<file path="src/armInstrPkg.sv">
package armInstrPkg;

	typedef logic [31:0] instr_t;
	typedef logic [3:0] opcode_t;

	typedef enum logic [1:0]
	{
		kindReg = 2'd0,
		kindImm = 2'd1,
		kindShift = 2'd2
	} operandKind_t;

	// Field positions in the instruction word
	localparam int classHi = 27;
	localparam int classLo = 26;
	localparam int immBit = 25;
	localparam int opcodeHi = 24;
	localparam int opcodeLo = 21;
	localparam int sBit = 20;
	localparam int shiftHi = 11;
	localparam int shiftLo = 4;

	localparam opcode_t dpAnd = 4'd0;
	localparam opcode_t dpEor = 4'd1;
	localparam opcode_t dpSub = 4'd2;
	localparam opcode_t dpRsb = 4'd3;
	localparam opcode_t dpAdd = 4'd4;
	localparam opcode_t dpAdc = 4'd5;
	localparam opcode_t dpSbc = 4'd6;
	localparam opcode_t dpRsc = 4'd7;
	localparam opcode_t dpTst = 4'd8;  // First flag-only opcode
	localparam opcode_t dpTeq = 4'd9;
	localparam opcode_t dpCmp = 4'd10;
	localparam opcode_t dpCmn = 4'd11;
	localparam opcode_t dpOrr = 4'd12;
	localparam opcode_t dpMov = 4'd13;
	localparam opcode_t dpBic = 4'd14;
	localparam opcode_t dpMvn = 4'd15;

endpackage

</file>
<file path="src/ctrlStatePkg.sv">
package ctrlStatePkg;

	localparam int stateWidth = 10;
	localparam int aluOpWidth = 5;
	localparam int muxSelWidth = 2;

	typedef logic [stateWidth-1:0] ctrlState_t;
	typedef logic [aluOpWidth-1:0] aluOp_t;
	typedef logic [muxSelWidth-1:0] muxSel_t;

	// Fetch and decode states
	localparam ctrlState_t stReset = 10'd0;
	localparam ctrlState_t stFetchAddr = 10'd1;
	localparam ctrlState_t stFetchWait = 10'd2;
	localparam ctrlState_t stFetchLoad = 10'd3;
	localparam ctrlState_t stDecode = 10'd4;

	localparam ctrlState_t execArithBase = 10'd5;  // Opcodes 0 to 7
	localparam ctrlState_t execTestBase = 10'd53;  // Opcodes 8 to 11, no S variant
	localparam ctrlState_t execLogicBase = 10'd65; // Opcodes 12 to 15

	// Reg, Imm, Shift and then the same three with S set
	localparam ctrlState_t wideStride = 10'd6;
	localparam ctrlState_t narrowStride = 10'd3;
	localparam ctrlState_t sStateOffset = 10'd3;

	// Last execute state in use
	localparam ctrlState_t execEndState = execLogicBase + 4 * wideStride - 1;

	// States above execEndState are kept free in the numbering
	localparam ctrlState_t lastState = 10'd100;

	// Longest memory wait that is still legal
	localparam int maxFetchWait = 64;

	localparam aluOp_t opReset = 5'b01101;
	localparam aluOp_t opPassPc = 5'b10000;
	localparam aluOp_t opIncPc = 5'b10001;

endpackage
</file>
<file path="src/controlUnit.sv">
`timescale 1ns/100ps

module controlUnit (
	input logic clk,
	input logic clr,
	input armInstrPkg::instr_t ir,
	input logic cond,
	input logic moc,
	output logic frLd,
	output logic rfLd,
	output logic irLd,
	output logic marLd,
	output logic mdrLd,
	output logic rW,
	output logic mov,
	output logic mc,
	output logic md,
	output logic me,
	output ctrlStatePkg::muxSel_t maSel,
	output ctrlStatePkg::muxSel_t mbSel,
	output ctrlStatePkg::aluOp_t op
);

	import ctrlStatePkg::*;

	logic isDataProc;
	ctrlState_t execState;
	ctrlState_t state;

	instrDecoder u_decoder (
		.ir(ir),
		.isDataProc(isDataProc),
		.execState(execState)
	);

	sequencer u_sequencer (
		.clk(clk),
		.clr(clr),
		.cond(cond),
		.moc(moc),
		.isDataProc(isDataProc),
		.execState(execState),
		.state(state)
	);

	signalEncoder u_encoder (
		.state(state),
		.frLd(frLd),
		.rfLd(rfLd),
		.irLd(irLd),
		.marLd(marLd),
		.mdrLd(mdrLd),
		.rW(rW),
		.mov(mov),
		.mc(mc),
		.md(md),
		.me(me),
		.maSel(maSel),
		.mbSel(mbSel),
		.op(op)
	);

endmodule

</file>
<file path="src/signalEncoder.sv">
`timescale 1ns/100ps

module signalEncoder (
	input ctrlStatePkg::ctrlState_t state,
	output logic frLd,
	output logic rfLd,
	output logic irLd,
	output logic marLd,
	output logic mdrLd,
	output logic rW,
	output logic mov,
	output logic mc,
	output logic md,
	output logic me,
	output ctrlStatePkg::muxSel_t maSel,
	output ctrlStatePkg::muxSel_t mbSel,
	output ctrlStatePkg::aluOp_t op
);

	import ctrlStatePkg::*;

	ctrlState_t groupBase;
	ctrlState_t rel;
	logic [2:0] slot;
	logic [2:0] inGroup;
	logic isExec;
	logic isTest;
	logic execS;
	logic [1:0] execKind;
	logic [3:0] execOpcode;

	assign isExec = (state >= execArithBase) && (state <= execEndState);
	assign isTest = (state >= execTestBase) && (state < execLogicBase);

	always_comb
	begin
		if (state >= execLogicBase)
			groupBase = execLogicBase;
		else if (isTest)
			groupBase = execTestBase;
		else
			groupBase = execArithBase;
	end

	assign rel = state - groupBase;
	assign slot = 3'(isTest ? rel / narrowStride : rel / wideStride);
	assign inGroup = 3'(isTest ? rel % narrowStride : rel % wideStride);
	assign execS = !isTest && (inGroup >= 3'(sStateOffset));
	assign execKind = execS ? 2'(inGroup - 3'(sStateOffset)) : inGroup[1:0];

	always_comb
	begin
		if (state >= execLogicBase)
			execOpcode = {2'b11, slot[1:0]};
		else if (isTest)
			execOpcode = {2'b10, slot[1:0]};
		else
			execOpcode = {1'b0, slot};
	end

	always_comb
	begin
		frLd = 1'b0;
		rfLd = 1'b0;
		irLd = 1'b0;
		marLd = 1'b0;
		mdrLd = 1'b0;
		rW = 1'b0;
		mov = 1'b0;
		mc = 1'b0;
		md = 1'b0;
		me = 1'b0;
		maSel = 2'd0;
		mbSel = 2'd0;
		op = '0;
		case (state)
			stReset:
			begin
				rfLd = 1'b1;
				mbSel = 2'd3;
				mc = 1'b1;
				md = 1'b1;
				op = opReset;
			end
			stFetchAddr:
			begin
				marLd = 1'b1;
				maSel = 2'd2; // Address from PC
				md = 1'b1;
				op = opPassPc;
			end
			stFetchWait:
			begin
				rW = 1'b1;
				mov = 1'b1;
				maSel = 2'd2;
			end
			stFetchLoad:
			begin
				rW = 1'b1;
				mov = 1'b1;
				irLd = 1'b1;
				rfLd = 1'b1; // PC + 4 written back
				maSel = 2'd2;
				mc = 1'b1;
				md = 1'b1;
				op = opIncPc;
			end
			default:
			begin
				if (isExec)
				begin
					frLd = execS || isTest;
					rfLd = !isTest;
					mbSel = (execKind != 2'd0) ? 2'd1 : 2'd0;
					op = {1'b0, execOpcode};
				end
			end
		endcase
	end

	// Instruction load only during an active memory read, never with an address load
	always_comb
	begin
		assert (!irLd || mov) else $error("irLd without mov in state %0d", state);
		assert (!(marLd && irLd)) else $error("marLd and irLd together in state %0d", state);
	end

endmodule

</file>
<file path="src/sequencer.sv">
`timescale 1ns/100ps

module sequencer (
	input logic clk,
	input logic clr,
	input logic cond,
	input logic moc,
	input logic isDataProc,
	input ctrlStatePkg::ctrlState_t execState,
	output ctrlStatePkg::ctrlState_t state
);

	import ctrlStatePkg::*;

	localparam int waitCountWidth = $clog2(maxFetchWait) + 1;

	ctrlState_t nextState;
	logic [waitCountWidth-1:0] waitCount;

	always_ff @(posedge clk or posedge clr)
	begin
		if (clr)
			state <= stReset;
		else
			state <= nextState;
	end

	always_comb
	begin
		case (state)
			stReset:
				nextState = stFetchAddr;
			stFetchAddr:
				nextState = stFetchWait;
			stFetchWait:
				nextState = moc ? stFetchLoad : stFetchWait; // Hold until memory done
			stFetchLoad:
				nextState = stDecode;
			stDecode:
			begin
				if (cond && isDataProc)
					nextState = execState;
				else
					nextState = stFetchAddr; // Skip the instruction
			end
			default:
				nextState = stFetchAddr; // Every execute state ends here
		endcase
	end

	// Cycles already spent in the memory wait
	always_ff @(posedge clk or posedge clr)
	begin
		if (clr)
			waitCount <= '0;
		else if ((state == stFetchWait) && (nextState == stFetchWait))
			waitCount <= waitCount + 1'b1;
		else
			waitCount <= '0;
	end

	stateInRange: assert property (
		@(posedge clk) disable iff (clr)
		state <= lastState
	) else $error("state %0d is outside the state numbering", state);

	fetchWaitBounded: assert property (
		@(posedge clk) disable iff (clr)
		waitCount < waitCountWidth'(maxFetchWait)
	) else $error("memory wait longer than %0d cycles", maxFetchWait);

endmodule

</file>
<file path="src/instrDecoder.sv">
`timescale 1ns/100ps

module instrDecoder (
	input armInstrPkg::instr_t ir,
	output logic isDataProc,
	output ctrlStatePkg::ctrlState_t execState
);

	import armInstrPkg::*;
	import ctrlStatePkg::*;

	opcode_t opcode;
	operandKind_t kind;
	logic sFlag;
	logic [shiftHi-shiftLo:0] shiftField;
	ctrlState_t kindOffset;
	ctrlState_t sOffset;
	ctrlState_t groupIndex;

	assign isDataProc = (ir[classHi:classLo] == 2'b00); // Class 00 only
	assign opcode = ir[opcodeHi:opcodeLo];
	assign sFlag = ir[sBit];
	assign shiftField = ir[shiftHi:shiftLo];

	always_comb
	begin
		if (ir[immBit])
			kind = kindImm;
		else if (shiftField != '0)
			kind = kindShift;
		else
			kind = kindReg;
	end

	assign kindOffset = ctrlState_t'(kind);
	assign sOffset = sFlag ? sStateOffset : '0;

	// Position of the opcode inside its group
	always_comb
	begin
		if (opcode < dpTst)
			groupIndex = ctrlState_t'(opcode);
		else
			groupIndex = ctrlState_t'(opcode[1:0]);
	end

	always_comb
	begin
		if (opcode < dpTst)
		begin
			execState = execArithBase + groupIndex * wideStride + kindOffset + sOffset;
		end
		else if (opcode < dpOrr)
		begin
			// Compare group writes flags only, S has no own state
			execState = execTestBase + groupIndex * narrowStride + kindOffset;
		end
		else
		begin
			execState = execLogicBase + groupIndex * wideStride + kindOffset + sOffset;
		end
	end

endmodule

</file>
<file path="config.mk">
export PLATFORM = sky130hd
export DESIGN_NAME = controlUnit
export DESIGN_NICKNAME = d
export VERILOG_FILES = /design/src/armInstrPkg.sv /design/src/ctrlStatePkg.sv /design/src/controlUnit.sv /design/src/signalEncoder.sv /design/src/sequencer.sv /design/src/instrDecoder.sv
export SDC_FILE = /design/constraint.sdc
export NUM_CORES = 1
export LEC_CHECK = 0
export ABC_AREA = 1
export BUFFER_PORTS_ARGS = -buffer_cell sky130_fd_sc_hd__buf_4
export CAP_MARGIN = 15
export CORE_MARGIN = 4
export CORE_UTILIZATION = 48
export CTS_CLUSTER_DIAMETER = 30
export CTS_CLUSTER_SIZE = 28
export DETAILED_ROUTE_END_ITERATION = 12
export GPL_ROUTABILITY_DRIVEN = 1
export PLACE_DENSITY_LB_ADDON = 0.2
export SKIP_CTS_REPAIR_TIMING = 1
export SLEW_MARGIN = 10
export SYNTH_ARGS = -nofsm -noshare
export SYNTH_HDL_FRONTEND = slang
export SYNTH_SLANG_ARGS = --single-unit
</file>
<file path="constraint.sdc">
create_clock -name clk -period 19.9 [get_ports clk]
set_clock_uncertainty 0.1 [all_clocks]
set_input_delay 2.985 -clock clk [delete_from_list [all_inputs] [get_ports clk]]
set_output_delay 2.985 -clock clk [all_outputs]
set_load 0.1 [all_outputs]
</file>
==> run summary, run 1 <==
first-pass GRT wire length: 14,500 um
register area share after synthesis: 5.47%
Max Cap Viol: 0
GRT overflow: 0
setup TNS: 0 ps
Synth Area in XOR/XNOR: 3.11%
most frequent cells in the layout: nand2_1, inv_1, nor2_1, nand3_1, ha_1
crit path kind: reg2out
Critical R2R Capture: u_sequencer.state[4]
final WL: 7900 um
CTS H-tree lvls: 1
synthesized netlist cell count: 614
worst-path maximum fanout: 15
Slew Limit Fails: 0
GRT Resource Usage Total: 18.8%
Arr. time, crit path: 12,490 ps
initial antenna violation count: 0
CTS Buf Count: 3
Worst-Skew Late Latency: 220 ps
mapped cell area: 3660 sq um
Yosys reg bits: 8
Synth Area in Adders: 16.1%
Placer Congestion: 0.935
vias in the first global route: 3,712
HP Class: reg2reg
wire per inst: 10.6 um
Top cell by count, worst path: nand2_1
Fin. Hold Viols: 0
Fillers: 739
Starting Density: 49.9%
CP Capture Type: output pin
Storage cell area: 200 sq um
CTS Root Cell: clkbuf_8
main combinational cell family by area after synthesis: simple AND/OR/NAND/NOR gates
CTS tree: built
chip height: 95.3 um
CP Launch Type: flip-flop
fin crit period: 15,570 ps
footprint of the multi-input gates: 2940 sq um
post-synthesis mux area share: 0.273%
row count: 31
die width: 95.3 um
RSZ-0062 raised after global routing: false
Avg Vias per Cell: 4.98
Slowest-stage cell, CP: dfrtp_1
commonest non-fill, non-tap cell in the layout: nand2_1
dpl ws: 4530 ps
relative slew slack: 66.5%
Tcrit/Tclk final: 78.3%
Yosys cell types: 42
DRC violation count after routing: 0
R2R Path Start: u_sequencer.state[0]
share of layout cells above drive strength 1: 19.9%
Buf/Inv on CP: 13
remaining antenna violation count: 0
I/O pin count: 55
Worst-Margin Slew: 503 ps
Synth Area in Simple Gates: 51.5%
clock transition at the registers of the reported paths: 40 ps
WP data required: 16,820 ps
outcome: complete, no violations
I/O Buffers: 35
Largest register FFs: 8
antenna cells: 0
drt pass-1 iters: 4
Hold Path Depth: 2
most flop-heavy register: u_sequencer.state
hold path endpoint: u_sequencer.state[0]
largest net degree at the start of global routing: 16
DR vias: 3,721
Final WS setup: 4330 ps
CTS Buffer Depth: 2
Critical Path Max Stage Delay: 450 ps
Avg Cell Area, Syn: 5.96 sq um
R2R depth: 6
Nets: 730
Sink Count: 8
core area: 7330 sq um
dpl hpwl: 6910 um
Max Fclk: 0.0642 GHz
post-synthesis compound-gate area fraction: 8.92%
1st-iter DRT viols: 107
Layout area overhead: 10.8%
flop-to-flop setup slack: 17,820 ps
die area: 9090 sq um
Min-Delay Startpoint: u_sequencer.state[2]
biggest regs: u_sequencer.state: 8 flops
Ys Warns: 0
count of final setup violators: 0
CP top delay family: simple AND/OR/NAND/NOR gates
## area by class of cell
cell class	instances	share of cell area, %
Clock buffer	3	1.02
Inverter	131	12.1
Multi-Input combinational cell	471	72.4
Tap cell	99	3.05
Timing Repair Buffer	35	6.48
Sequential cell	8	4.94
## worst register-to-register path, cell delays in order (launching register included)
cell and delay (ps):
dfrtp_1 450, inv_1 140, ha_1 310, nand4_1 200
nor2_1 180, inv_1 130, a2111oi_0 420
## cell usage after synthesis
cell       count  area [sq um]
inv_1        119           447
nand2_4        7          78.8
a311oi_1       2          17.5
nand4_4        4          85.1
nand2_2       23           144
fa_1           5           100
nor2_8         2          40.0
a21oi_1       15          75.1
clkinv_1       2          7.51
inv_2         10          37.5
o21ai_1        8          40.0
buf_4          5          37.5
and2_1         1          6.26
nor2_2        10          62.6
a31oi_1        1          6.26
or2_2          6          37.5
o211ai_1       3          22.5
nor3_1         4          20.0
nand4_1        6          37.5
nand3_4        2          35.0
xnor2_1        4          35.0
a211o_1        1          8.76
mux2i_1        1          10.0
o31ai_1        1          7.51
nand4_2        3          37.5
nor2_4         9           101
nand3_2       14           140
ha_1          39           488
nor2_1        68           255
nor3_2         1          10.0
o21bai_1       3          22.5
dfrtp_1        8           200
o21ai_0       20           100
nand2_1      142           533
nand3_1       48           240
or4_1          2          15.0
o2111ai_1      2          17.5
xor2_1         9          78.8
conb_1         1          3.75
a2111oi_0      1          8.76
nor4_1         1          6.26
clkbuf_1       1          3.75
## routing by layer
layer,share of wire [%],global-route usage [%],vias to the layer above
met4,1.3,3.97,0
met3,1.9,1.34,10
li1,-,-,1990
met1,43,21.0,1679
met5,0,0,-
met2,53,37.8,42
## worst max path at each step
stage | start | endpoint | slack (ps) | cells after the start
6_report | u_sequencer.state[0] | mbSel[0] | 4330 | 82
3_5_place_dp | u_sequencer.state[0] | mbSel[0] | 4530 | 82
4_1_cts | u_sequencer.state[0] | mbSel[0] | 4230 | 82
2_1_floorplan | u_sequencer.state[0] | mbSel[0] | 5770 | 81
3_3_place_gp | u_sequencer.state[0] | mbSel[0] | 4690 | 82
5_1_grt | u_sequencer.state[0] | mbSel[0] | 2970 | 82
## metrics by stage
step	utilization [%]	hold slack, ps	cells	area (sq um)
after detailed placement	54.8	654	744	4010
after CTS	55.3	663	747	4060
after global placement	54.8	640	744	4010
after global routing	55.3	708	747	4060
final	55.3	659	747	4060
after floorplan	-	560	616	3670
## logic make-up (layout without fill, tap and decap cells)
logic type	Yosys count	after routing
simple gates	353	353
buf+inv	137	169
compound gates	57	57
fa+ha+maj	44	44
xor+xnor	13	13
flops	8	8
other cells	1	3
mux	1	1
Power of run 1 is not shown: default switching activity piles up to over one toggle a cycle in this logic, so the estimate is an artifact.
==> run 2: changes to the inputs <==
==> constraint.sdc (replaced) <==
create_clock -name clk -period 14.45 [get_ports clk]
set_clock_uncertainty 0.1 [all_clocks]
set_input_delay 2.1675 -clock clk [delete_from_list [all_inputs] [get_ports clk]]
set_output_delay 2.1675 -clock clk [all_outputs]
set_load 0.1 [all_outputs]
==> run 2 against run 1 <==
  * Die area did not move
  * Non-clock buffer count rose by 16
  * Routed wire length rose by 6.1%
  * Setup slack got worse by 3400 ps
  * Critical path depth fell by 2
  * Highest routed layer unchanged
==> run summary, run 2 (synthesis gave the netlist of run 1 again) <==
Max Cap Viol: 0 (unchanged)
clock transition at the registers of the reported paths: 40 ps (about the same)
CTS Buf Count: 3 (unchanged)
Critical Path Max Stage Delay: 430 ps (-20 ps)
worst-path maximum fanout: 8 (-7)
largest net degree at the start of global routing: 15 (-1)
CTS tree: built
vias in the first global route: 3,652 (-1.6%)
die area: 9090 sq um (unchanged)
initial antenna violation count: 0 (unchanged)
Tcrit/Tclk final: 93.5%
row count: 31 (unchanged)
first-pass GRT wire length: 14,500 um (-0.28%)
CTS Root Cell: clkbuf_8
biggest regs: u_sequencer.state: 8 flops
crit path kind: reg2out
Top cell by count, worst path: nand2_1
GRT overflow: 0 (unchanged)
Largest register FFs: 8 (unchanged)
Starting Density: 49.9% (unchanged)
DR vias: 3,821 (+2.7%)
Fin. Hold Viols: 0 (unchanged)
Sink Count: 8 (unchanged)
Worst-Skew Late Latency: 220 ps (about the same)
die width: 95.3 um (unchanged)
WP data required: 12,180 ps (-4640 ps)
Placer Congestion: 0.945 (+1.1%)
fin crit period: 13,510 ps
share of layout cells above drive strength 1: 24.2% (+4.3 points)
Arr. time, crit path: 11,250 ps (-1240 ps)
commonest non-fill, non-tap cell in the layout: nand2_1
Slowest-stage cell, CP: dfrtp_2
most frequent cells in the layout: nand2_1, inv_1, nor2_1, buf_4, nand3_1
remaining antenna violation count: 0 (unchanged)
I/O pin count: 55 (unchanged)
Nets: 746 (+2.2%)
count of final setup violators: 0 (unchanged)
dpl hpwl: 7050 um (+2.1%)
most flop-heavy register: u_sequencer.state
wire per inst: 11.0 um (+3.9%)
Layout area overhead: 17.9%
final WL: 8380 um (+6.1%)
CTS H-tree lvls: 1 (unchanged)
drt pass-1 iters: 4 (unchanged)
HP Class: reg2reg
Fillers: 733 (-0.81%)
Max Fclk: 0.0740 GHz
core area: 7330 sq um (unchanged)
1st-iter DRT viols: 146 (+36%)
CP Capture Type: output pin
chip height: 95.3 um (unchanged)
CP Launch Type: flip-flop
CTS Buffer Depth: 2 (unchanged)
outcome: complete, no violations
Avg Vias per Cell: 5.01 (+0.53%)
DRC violation count after routing: 0 (unchanged)
I/O Buffers: 35 (unchanged)
Slew Limit Fails: 0 (unchanged)
GRT Resource Usage Total: 18.7% (-0.022 points)
worst hold slack: 651 ps (-8.13 ps)
antenna cells: 0 (unchanged)
[run 2: changes by cell type in the layout (fill, tap and decap cells not counted), moves of 2 or more]
cell / change
buf_4: +15
ha_1: -6
ha_4: +6
inv_1: -2
inv_2: +2
nand4_2: -2
nand4_4: +2
o21ai_1: -2
o21ai_2: +2
[run 2: final timing paths]
path | start | cells after the start | end | slack [ps]
worst max-delay path | u_sequencer.state[1] | 80 | mbSel[0] | 940
worst min-delay path | u_sequencer.state[2] | 2 | u_sequencer.state[0] | 650
worst max register to register | u_sequencer.state[7] | 7 | u_sequencer.state[4] | 12390
worst min register to register | u_sequencer.state[2] | 2 | u_sequencer.state[0] | 650
max in group asynchronous | clr | 2 | u_sequencer.state[1] | 12220
min in group asynchronous | clr | 2 | u_sequencer.state[6] | 1790
[run 2: cell type report]
type	instances	area (sq um)	area share (%)
timing repair buffer	51	395	9.16
multi-input combinational	471	3060	71.0
tap	99	124	2.87
clock buffer	3	41.3	0.956
sequential	8	201	4.67
inverter	131	492	11.4
[run 2: per-stage QoR]
stage               std cells  instance area, sq um  TNS, ps  utilization, %  setup slack, ps
floorplan                 616                  3670        0               -             1140
global placement          750                  4060        0            55.4              496
detailed placement        750                  4060        0            55.4              377
CTS                       753                  4100        0            55.9             85.4
global route              763                  4320    -53.5            58.9            -41.6
finish                    763                  4320        0            58.9              936
[run 2: metal layers]
layer  routed length (um)  track usage (%)
met3                  210             1.26
met1                 3460             21.2
met5                    0                0
met2                 4600             37.6
met4                  106             3.85
[run 2: worst max-delay path, delay by kind of cell, from the launching register on]
| kind | cells | cell delay [ps] |
|---|---|---|
| flip-flops | 1 | 430 |
| buffers and inverters | 12 | 1140 |
| AO/OA/AOI/OAI | 7 | 880 |
| XOR/XNOR | 3 | 470 |
| adder cells (fa/ha/maj) | 12 | 3390 |
| AND/OR/NAND/NOR | 46 | 4680 |
Power of run 2 is left out for the same reason.
